`config.mk`:
```
export PLATFORM = sky130hd
export DESIGN_NAME = perf_optimizer
export DESIGN_NICKNAME = d
export VERILOG_FILES = /design/src/hdl/perf_opt_pkg.sv /design/src/hdl/knob_tuner.sv /design/src/hdl/metric_window.sv /design/src/hdl/need_detector.sv /design/src/hdl/opt_sequencer.sv /design/src/hdl/perf_optimizer.sv
export SDC_FILE = /design/constraint.sdc
export NUM_CORES = 1
export LEC_CHECK = 0
export BUFFER_PORTS_ARGS = -buffer_cell sky130_fd_sc_hd__buf_4
export CAP_MARGIN = 20
export CORE_ASPECT_RATIO = 1.25
export CORE_MARGIN = 5
export CORE_UTILIZATION = 38
export DETAILED_ROUTE_END_ITERATION = 16
export PLACE_DENSITY_LB_ADDON = 0.05
export RECOVER_POWER = 50
export SLEW_MARGIN = 20
export SYNTH_ARGS = -nofsm -noshare
export SYNTH_HDL_FRONTEND = slang
export SYNTH_SLANG_ARGS = --single-unit
```
`constraint.sdc`:
```
create_clock -name clk_i -period 4 [get_ports clk_i]
set_input_delay 0.4 -clock clk_i [delete_from_list [all_inputs] [get_ports clk_i]]
set_output_delay 0.4 -clock clk_i [all_outputs]
set_load 0.1 [all_outputs]
```
`src/hdl/perf_opt_pkg.sv`:
```
`default_nettype none

package perf_opt_pkg;

    // ==================================================
    // Thresholds and band limits
    // ==================================================

    // Average IPC below this starts a tuning episode
    localparam logic [31:0] IPC_TARGET = 32'd80;

    // Need thresholds, sized to the metric they are compared against
    localparam logic [15:0] CACHE_MISS_THRESHOLD  = 16'd10;
    localparam logic [15:0] BRANCH_MISS_THRESHOLD = 16'd5;
    localparam logic [7:0]  STALL_THRESHOLD       = 8'd10;
    localparam logic [7:0]  POWER_LOAD_LIMIT      = 8'd50;
    localparam logic [7:0]  POWER_BUDGET_LIMIT    = 8'd80;

    // Cache miss bands for the replacement policy
    localparam logic [15:0] CACHE_BAND_LO  = 16'd15;
    localparam logic [15:0] CACHE_BAND_MID = 16'd20;
    localparam logic [15:0] CACHE_BAND_HI  = 16'd25;

    // Branch miss bands for the predictor setting
    localparam logic [15:0] BRANCH_BAND_LO = 16'd10;
    localparam logic [15:0] BRANCH_BAND_HI = 16'd15;

    // Stall and load bands
    localparam logic [7:0] STALL_BAND_LO = 8'd20;
    localparam logic [7:0] STALL_BAND_HI = 8'd30;
    localparam logic [7:0] LOAD_BAND_LO  = 8'd30;
    localparam logic [7:0] LOAD_BAND_HI  = 8'd70;

    // Gain weights, high and low per term
    localparam logic [31:0] CACHE_GAIN_HI  = 32'd15;
    localparam logic [31:0] CACHE_GAIN_LO  = 32'd5;
    localparam logic [31:0] BRANCH_GAIN_HI = 32'd10;
    localparam logic [31:0] BRANCH_GAIN_LO = 32'd3;
    localparam logic [31:0] STALL_GAIN_HI  = 32'd12;
    localparam logic [31:0] STALL_GAIN_LO  = 32'd4;

    // ==================================================
    // Types
    // ==================================================

    // Input sample, 88 bits
    typedef struct packed {
        logic [31:0] ipc;
        logic [15:0] cache_miss;
        logic [15:0] branch_miss;
        logic [7:0]  stalls;
        logic [7:0]  load;
        logic [7:0]  budget;
    } perf_metrics_t;

    // Need flags from the detector
    typedef struct packed {
        logic degraded;
        logic cache;
        logic branch;
        logic pipeline;
        logic power;
    } opt_need_t;

    // Episode states
    typedef enum logic [2:0] {
        ST_MONITOR    = 3'd0,
        ST_ANALYZE    = 3'd1,
        ST_CACHE_OPT  = 3'd2,
        ST_BRANCH_OPT = 3'd3,
        ST_PIPE_OPT   = 3'd4,
        ST_POWER_OPT  = 3'd5
    } opt_state_e;

    typedef enum logic [2:0] {
        POLICY_LRU      = 3'd0,
        POLICY_LFU      = 3'd1,
        POLICY_RANDOM   = 3'd2,
        POLICY_FIFO     = 3'd3,
        POLICY_ADAPTIVE = 3'd4
    } cache_policy_e;

    // Predictor setting is one-hot
    typedef enum logic [3:0] {
        BP_CONSERVATIVE = 4'b0001,
        BP_MODERATE     = 4'b0100,
        BP_AGGRESSIVE   = 4'b1000
    } bp_config_e;

    typedef enum logic [1:0] {
        PIPE_NORMAL   = 2'd0,
        PIPE_BALANCED = 2'd1,
        PIPE_DEEP     = 2'd2
    } pipe_mode_e;

    typedef enum logic [3:0] {
        PWR_NORMAL    = 4'b0001,
        PWR_LOW       = 4'b0010,
        PWR_HIGH_PERF = 4'b1000
    } power_mode_e;

    // Output knobs, 13 bits
    typedef struct packed {
        cache_policy_e cache_policy;
        bp_config_e    bp_config;
        pipe_mode_e    pipe_mode;
        power_mode_e   power_mode;
    } opt_config_t;

endpackage

`default_nettype wire

```
`src/hdl/knob_tuner.sv`:
```
`timescale 1ns/10ps
`default_nettype none

module knob_tuner
    import perf_opt_pkg::*;
(
    input  wire logic          clk_i,
    input  wire logic          rst_ni,
    input  wire opt_state_e    state_i,
    input  wire perf_metrics_t metrics_i,
    output opt_config_t        config_o
);

    opt_config_t cfg_q;

    // ==================================================
    // Knob registers
    // ==================================================

    always_ff @(posedge clk_i or negedge rst_ni) begin
        if (!rst_ni) begin
            cfg_q.cache_policy <= POLICY_LRU;
            cfg_q.bp_config    <= BP_CONSERVATIVE;
            cfg_q.pipe_mode    <= PIPE_NORMAL;
            cfg_q.power_mode   <= PWR_NORMAL;
        end else begin
            case (state_i)
                ST_CACHE_OPT: begin
                    // Low miss rates leave the policy as it is
                    if (metrics_i.cache_miss > CACHE_BAND_HI) begin
                        cfg_q.cache_policy <= POLICY_ADAPTIVE;
                    end else if (metrics_i.cache_miss > CACHE_BAND_MID) begin
                        cfg_q.cache_policy <= POLICY_LFU;
                    end else if (metrics_i.cache_miss > CACHE_BAND_LO) begin
                        cfg_q.cache_policy <= POLICY_LRU;
                    end
                end
                ST_BRANCH_OPT: begin
                    if (metrics_i.branch_miss > BRANCH_BAND_HI) begin
                        cfg_q.bp_config <= BP_AGGRESSIVE;
                    end else if (metrics_i.branch_miss > BRANCH_BAND_LO) begin
                        cfg_q.bp_config <= BP_MODERATE;
                    end else begin
                        cfg_q.bp_config <= BP_CONSERVATIVE;
                    end
                end
                ST_PIPE_OPT: begin
                    // Deeper pipe for heavier stalls
                    if (metrics_i.stalls > STALL_BAND_HI) begin
                        cfg_q.pipe_mode <= PIPE_DEEP;
                    end else if (metrics_i.stalls > STALL_BAND_LO) begin
                        cfg_q.pipe_mode <= PIPE_BALANCED;
                    end else begin
                        cfg_q.pipe_mode <= PIPE_NORMAL;
                    end
                end
                ST_POWER_OPT: begin
                    // Light load drops power, heavy load boosts it
                    if (metrics_i.load < LOAD_BAND_LO) begin
                        cfg_q.power_mode <= PWR_LOW;
                    end else if (metrics_i.load < LOAD_BAND_HI) begin
                        cfg_q.power_mode <= PWR_NORMAL;
                    end else begin
                        cfg_q.power_mode <= PWR_HIGH_PERF;
                    end
                end
                default: begin
                    // Monitor and analyze hold every knob
                end
            endcase
        end
    end

    assign config_o = cfg_q;

    // Only the defined policies are ever selected
    a_policy_range: assert property (
        @(posedge clk_i) disable iff (!rst_ni)
        cfg_q.cache_policy <= POLICY_ADAPTIVE
    );

endmodule

`default_nettype wire

```
`src/hdl/metric_window.sv`:
```
`timescale 1ns/10ps
`default_nettype none

module metric_window #(
    parameter int unsigned OPT_WINDOW = 8
) (
    input  wire logic        clk_i,
    input  wire logic        rst_ni,
    input  wire logic [31:0] ipc_i,
    output logic             window_start_o,
    output logic [31:0]      avg_ipc_o
);

    // Counter just wide enough for 0 .. OPT_WINDOW-1
    localparam int unsigned CNT_W = $clog2(OPT_WINDOW);

    logic [CNT_W-1:0]  cnt_q;
    logic              cnt_wrap;
    // Newest sample sits in entry 0
    logic [3:0][31:0]  ipc_hist_q;
    logic [33:0]       ipc_sum;

    // ==================================================
    // Window counter
    // ==================================================

    assign cnt_wrap = (cnt_q == CNT_W'(OPT_WINDOW - 1));

    always_ff @(posedge clk_i or negedge rst_ni) begin
        if (!rst_ni) begin
            cnt_q <= '0;
        end else if (cnt_wrap) begin
            cnt_q <= '0;
        end else begin
            cnt_q <= cnt_q + 1'b1;
        end
    end

    // Pulse for the first cycle of each window
    assign window_start_o = (cnt_q == '0);

    // ==================================================
    // IPC history and average
    // ==================================================

    // Sample taken on the last edge of the window, so the
    // average already holds it when the next window opens
    always_ff @(posedge clk_i or negedge rst_ni) begin
        if (!rst_ni) begin
            ipc_hist_q <= '0;
        end else if (cnt_wrap) begin
            ipc_hist_q <= {ipc_hist_q[2:0], ipc_i};
        end
    end

    // Two extra bits keep the four-way sum from overflowing
    always_comb begin
        ipc_sum = 34'(ipc_hist_q[0]) + 34'(ipc_hist_q[1])
                + 34'(ipc_hist_q[2]) + 34'(ipc_hist_q[3]);
        avg_ipc_o = 32'(ipc_sum >> 2);
    end

    // Counter never leaves its range
    a_cnt_range: assert property (
        @(posedge clk_i) disable iff (!rst_ni)
        32'(cnt_q) < OPT_WINDOW
    );

endmodule

`default_nettype wire

```
`src/hdl/need_detector.sv`:
```
`timescale 1ns/10ps
`default_nettype none

module need_detector
    import perf_opt_pkg::*;
(
    input  wire perf_metrics_t metrics_i,
    input  wire logic [31:0]   avg_ipc_i,
    output opt_need_t          needs_o,
    output logic [31:0]        gain_o
);

    // ==================================================
    // Need flags
    // ==================================================

    // Degraded looks at the windowed average, not the live IPC
    assign needs_o.degraded = (avg_ipc_i < IPC_TARGET);

    // Per-knob needs come straight from the live sample
    assign needs_o.cache    = (metrics_i.cache_miss > CACHE_MISS_THRESHOLD);
    assign needs_o.branch   = (metrics_i.branch_miss > BRANCH_MISS_THRESHOLD);
    assign needs_o.pipeline = (metrics_i.stalls > STALL_THRESHOLD);

    // Power tuning only when lightly loaded and the budget is tight
    assign needs_o.power    = (metrics_i.load < POWER_LOAD_LIMIT) &&
                              (metrics_i.budget < POWER_BUDGET_LIMIT);

    // ==================================================
    // Gain estimate
    // ==================================================

    always_comb begin
        logic [31:0] cache_gain;
        logic [31:0] branch_gain;
        logic [31:0] stall_gain;

        // Cache term
        if (metrics_i.cache_miss > CACHE_BAND_MID) begin
            cache_gain = CACHE_GAIN_HI;
        end else if (needs_o.cache) begin
            cache_gain = CACHE_GAIN_LO;
        end else begin
            cache_gain = '0;
        end

        // Branch term
        if (metrics_i.branch_miss > BRANCH_BAND_HI) begin
            branch_gain = BRANCH_GAIN_HI;
        end else if (needs_o.branch) begin
            branch_gain = BRANCH_GAIN_LO;
        end else begin
            branch_gain = '0;
        end

        // Stall term
        if (metrics_i.stalls > STALL_BAND_HI) begin
            stall_gain = STALL_GAIN_HI;
        end else if (needs_o.pipeline) begin
            stall_gain = STALL_GAIN_LO;
        end else begin
            stall_gain = '0;
        end

        // Largest possible sum is 37
        gain_o = cache_gain + branch_gain + stall_gain;
    end

endmodule

`default_nettype wire

```
`src/hdl/opt_sequencer.sv`:
```
`timescale 1ns/10ps
`default_nettype none

module opt_sequencer
    import perf_opt_pkg::*;
(
    input  wire logic        clk_i,
    input  wire logic        rst_ni,
    input  wire logic        window_start_i,
    input  wire opt_need_t   needs_i,
    input  wire power_mode_e power_mode_i,
    output opt_state_e       state_o,
    output logic             active_o,
    output logic             clock_gate_o
);

    opt_state_e state_q;
    opt_state_e state_d;

    // ==================================================
    // State register
    // ==================================================

    always_ff @(posedge clk_i or negedge rst_ni) begin
        if (!rst_ni) begin
            state_q <= ST_MONITOR;
        end else begin
            state_q <= state_d;
        end
    end

    // ==================================================
    // Next state
    // ==================================================

    always_comb begin
        state_d = state_q;
        case (state_q)
            ST_MONITOR: begin
                // Episodes only open on a window boundary
                if (window_start_i && needs_i.degraded) begin
                    state_d = ST_ANALYZE;
                end
            end
            ST_ANALYZE: begin
                // Priority cache, branch, pipeline, power
                if (needs_i.cache) begin
                    state_d = ST_CACHE_OPT;
                end else if (needs_i.branch) begin
                    state_d = ST_BRANCH_OPT;
                end else if (needs_i.pipeline) begin
                    state_d = ST_PIPE_OPT;
                end else if (needs_i.power) begin
                    state_d = ST_POWER_OPT;
                end else begin
                    state_d = ST_MONITOR;
                end
            end
            // One apply cycle, then back to monitoring
            ST_CACHE_OPT,
            ST_BRANCH_OPT,
            ST_PIPE_OPT,
            ST_POWER_OPT: begin
                state_d = ST_MONITOR;
            end
            default: begin
                state_d = ST_MONITOR;
            end
        endcase
    end

    // ==================================================
    // Outputs
    // ==================================================

    assign state_o  = state_q;
    assign active_o = (state_q != ST_MONITOR);

    // Power mode here is still the one held before this episode
    // The tuner only updates it at the end of the apply cycle
    assign clock_gate_o = (state_q == ST_POWER_OPT) &&
                          (power_mode_i != PWR_HIGH_PERF);

    // Busy flag covers every non-idle state
    a_active_busy: assert property (
        @(posedge clk_i) disable iff (!rst_ni)
        (state_q != ST_MONITOR) |-> active_o
    );

endmodule

`default_nettype wire

```
`src/hdl/perf_optimizer.sv`:
```
`timescale 1ns/10ps
`default_nettype none

module perf_optimizer
    import perf_opt_pkg::*;
#(
    parameter int unsigned OPT_WINDOW = 8
) (
    input  wire logic          clk_i,
    input  wire logic          rst_ni,
    input  wire perf_metrics_t metrics_i,
    output opt_config_t        config_o,
    output logic               active_o,
    output logic               clock_gate_o,
    output logic [31:0]        gain_o
);

    // ==================================================
    // Internal nets
    // ==================================================

    logic        window_start;
    logic [31:0] avg_ipc;
    opt_need_t   needs;
    opt_state_e  state;

    // Windowed IPC average
    metric_window #(
        .OPT_WINDOW (OPT_WINDOW)
    ) u_metric_window (
        .clk_i          (clk_i),
        .rst_ni         (rst_ni),
        .ipc_i          (metrics_i.ipc),
        .window_start_o (window_start),
        .avg_ipc_o      (avg_ipc)
    );

    // Needs and gain are purely combinational
    need_detector u_need_detector (
        .metrics_i (metrics_i),
        .avg_ipc_i (avg_ipc),
        .needs_o   (needs),
        .gain_o    (gain_o)
    );

    // Sequencer reads back the current power mode for clock gating
    opt_sequencer u_opt_sequencer (
        .clk_i          (clk_i),
        .rst_ni         (rst_ni),
        .window_start_i (window_start),
        .needs_i        (needs),
        .power_mode_i   (config_o.power_mode),
        .state_o        (state),
        .active_o       (active_o),
        .clock_gate_o   (clock_gate_o)
    );

    knob_tuner u_knob_tuner (
        .clk_i     (clk_i),
        .rst_ni    (rst_ni),
        .state_i   (state),
        .metrics_i (metrics_i),
        .config_o  (config_o)
    );

endmodule

`default_nettype wire

```
==> reports/qor.txt <==
mux contribution to synthesized area -> 0.0423
Port Buffer Count -> 102
Filler Cells Inserted -> 2448
Site Rows -> 64
antenna violations before repair -> 0
Mapped Area -> 0.00947 mm2
sequential area share after synthesis -> 0.381
slew of the pin with the lowest slew margin -> 2250 ps
final hold violations -> 0
Gate Count Post-Synth -> 1018
CP Max Fanout -> 4
Synth async-reset ratio -> 1.00
Via Count -> 7416
Hold Path Depth -> 3
DR iter-0 viols -> 281
die area -> 0.0282 mm2
layout cells sized above 1 -> 0.271
largest area contributor in the netlist -> dfrtp_1
min Tclk post-route -> 3990 ps
hpwl dp -> 16.7 mm
Starting Density -> 0.386
core area -> 0.0245 mm2
final WL -> 21.6 mm
RSZ-0062 raised after global routing -> yes
top cell type's share of synthesized area -> 0.375
number of global-route vias before repair -> 7547
setup violators final -> 0
top cells by area, synth -> dfrtp_1 38%, fa_1 14%, o21ai_0 6.6%
Routed Antenna Nets -> 0
Worst Path Arrival -> 4360 ps
Main synth FF type -> dfrtp_1
post-route setup slack -> 12.3 ps
I/O pins -> 137
Unique masters post-synth -> 63
Clk pin slew, worst setup/hold paths -> 60 ps
Worst setup EP type -> flop
diode count -> 0
most frequent cells in the layout -> 206 x buf_4, 154 x inv_1, 142 x dfrtp_1
total grt overflow -> 0
reg2reg end -> u_opt_sequencer.state_o[0]
clock skew -> 7.34 ps
RR Startpoint -> u_metric_window.ipc_hist_q[74]
fin crit share -> 0.997
FF-to-FF path depth -> 18
CTS tree -> done
Post-synth EDFFs -> 0
number of max-cap violations -> 1
Die Ht -> 186 um
drt via density -> 4.76
M1 WL -> 9.25 mm
Synth Area in Adders -> 0.190
cell mode on critical path -> buf_4
fin util -> 0.495
area grow syn2layout -> 28.1%
Syn Area/Cell -> 9.30 um2
Peak VDD IR -> 0.355 mV
Final Max Tran Viols -> 90
Final nets -> 1409
drt wl/cell -> 13.9 um
post-synthesis compound-gate area fraction -> 0.147
r2r setup slk -> 10 ps
first-pass GRT wire length -> 35.9 mm
Sink Count -> 144
WP data required -> 4370 ps
clock buffer count from CTS -> 17
DR WL met2 -> 10.7 mm
combinational family with the most area after synthesis -> adder cells
hold_buf cts -> 0
worst hold endpoint -> u_metric_window.ipc_hist_q[8]
Setup Crit Path Kind -> reg -> reg
violated checks -> capacitance limit, slew limit
Warnings, synthesis -> 0
slowest CP cell -> fa_1
Worst-Skew Late Latency -> 440 ps
LEAKAGE -> 5.70 nW
H-tree levels -> 4
DRC -> 0
largest net degree at the start of global routing -> 132
Tot GR Track Use -> 0.158
Worst slew margin -> -0.499
clk buf depth -> 2
PwrDens -> 485 mW/mm2
Place WS -> -369 ps
flops & latches, synth -> 144
Worst path max stage delay -> 510 ps
status -> finished with violations
startpoint types -> flop
root buffer cell -> clkbuf_16
commonest non-fill, non-tap cell in the layout -> buf_4
Initial DRT Pass Iterations -> 4
DR WL met3 -> 1.16 mm
max layer used -> met4
simple-gate share of the synthesized area -> 0.123
worst-path cell chain -> inv_2 -> fa_1 -> fa_1 -> inv_2 -> ha_4 -> buf_4 -> nand4_1 -> buf_4 -> nor2_2 -> nand2_2 -> a211o_1 -> nand3_1 -> o211ai_1 -> a2111oi_2 -> buf_4 -> nand4_1 -> nor4_2 -> a31o_1
Final Wtd Congestion -> 0.845
Hold Path Class -> in -> reg
Die Wd -> 151 um
f_max -> 0.251 GHz
post-synthesis xor/xnor area fraction -> 0.0157
Hold Path Origin -> metrics_i[64]
power breakdown:
| part | switching (W) | internal, W | leakage [nW] | total, W |
|---|---|---|---|---|
| Clock | 0.000649 | 0.00110 | 0.310 | 0.00175 |
| Sequential | 0.0000359 | 0.00152 | 1.67 | 0.00156 |
| Combinational | 0.00141 | 0.00115 | 3.72 | 0.00256 |
cells in the mapped netlist, types with 2 or more instances:
cell type	n
o21ai_1	2
o311ai_0	2
o31ai_1	4
nor4_2	2
buf_1	4
clkbuf_1	26
nand2_1	134
a311o_1	2
a211o_1	6
nor3b_1	4
a211oi_1	2
a2111o_1	2
buf_4	30
ha_1	40
nand2b_1	6
a31oi_1	4
a21oi_1	40
xnor2_1	5
o21a_1	6
nand3_1	17
o2111ai_1	3
fa_1	65
nand3b_1	3
mux2i_1	4
a21boi_0	2
o41ai_1	3
dfrtp_1	142
a2111oi_0	4
mux2_2	32
dfstp_2	2
nor2_1	41
o21ai_0	124
nand4_1	12
and2_1	2
a21o_1	13
or3_1	3
inv_1	163
nor4_1	7
nor3_1	12
xor2_1	12
nor2b_1	4
and4_1	3
o22ai_1	4
state kept, by name, summed over array words and instances, names as in the netlist:
signal / flops
u_opt_sequencer.state_o: 3
u_metric_window.ipc_hist_q: 128
u_knob_tuner.config_o: 10
u_metric_window.cnt_q: 3
layout make-up:
cell class	count	area, um2	share of cell area
tap	330	413	0.0340
clock buffer	18	429	0.0354
clock inverter	14	215	0.0177
inverter	163	612	0.0504
sequential	144	3610	0.297
timing repair buffer	210	1580	0.131
multi-input combinational	678	5270	0.434
critical path, delay by kind of cell, from the launching register on:
family | cells | cell delay (ps)
buffers and inverters | 5 | 560
flip-flops | 1 | 360
AND/OR/NAND/NOR | 6 | 710
AO/OA/AOI/OAI | 4 | 1020
adder cells (fa/ha/maj) | 3 | 1260
worst max-delay path by stage:
| stage | start | cells past startpoint | end | slack (ps) |
|---|---|---|---|---|
| 2_1_floorplan | metrics_i[46] | 8 | gain_o[4] | 100 |
| 3_3_place_gp | u_metric_window.ipc_hist_q[8] | 16 | u_opt_sequencer.state_o[0] | -420 |
| 3_5_place_dp | u_metric_window.ipc_hist_q[8] | 16 | u_opt_sequencer.state_o[0] | -370 |
| 4_1_cts | u_metric_window.ipc_hist_q[46] | 15 | u_opt_sequencer.state_o[0] | 2 |
| 5_1_grt | u_metric_window.ipc_hist_q[74] | 18 | u_opt_sequencer.state_o[0] | -150 |
| 6_report | u_metric_window.ipc_hist_q[74] | 18 | u_opt_sequencer.state_o[0] | 10 |
kinds of logic (layout without fill, tap and decap cells):
kind of cell,Yosys count,after routing
multiplexers,36,36
XOR/XNOR,17,17
AO/OA/AOI/OAI,235,235
other,1,29
AND/OR/NAND/NOR,256,256
flip-flops,144,144
buffers and inverters,224,405
adder cells (fa/ha/maj),105,105
layer usage:
layer | GRT usage | vias to the layer above
met5 | 0 | -
met4 | 0.0565 | 0
met3 | 0.0352 | 31
met2 | 0.269 | 157
met1 | 0.196 | 3529
li1 | - | 3699
metrics by stage:
step / hold WS, ps / power, W / TNS [ps] / std cells / cell area, um2
finish: 164 / 0.00588 / 0 / 1557 / 12100
detailed placement: 449 / 0.00393 / -369 / 1521 / 11200
global route: 153 / 0.00628 / -146 / 1557 / 12100
CTS: 56.9 / 0.00585 / 0 / 1553 / 12100
global placement: 450 / 0.00394 / -421 / 1521 / 11200
floorplan: 104 / 0.00300 / 0 / 1046 / 9570
timing repair:
action	4_1_cts	5_1_grt
resized for setup	39	21
hold endpoints to repair	0	0
buffers inserted	1	4
setup endpoints to repair	1	1
pin swaps	32	12
No activity file was read; power rests on OpenSTA's default activity.
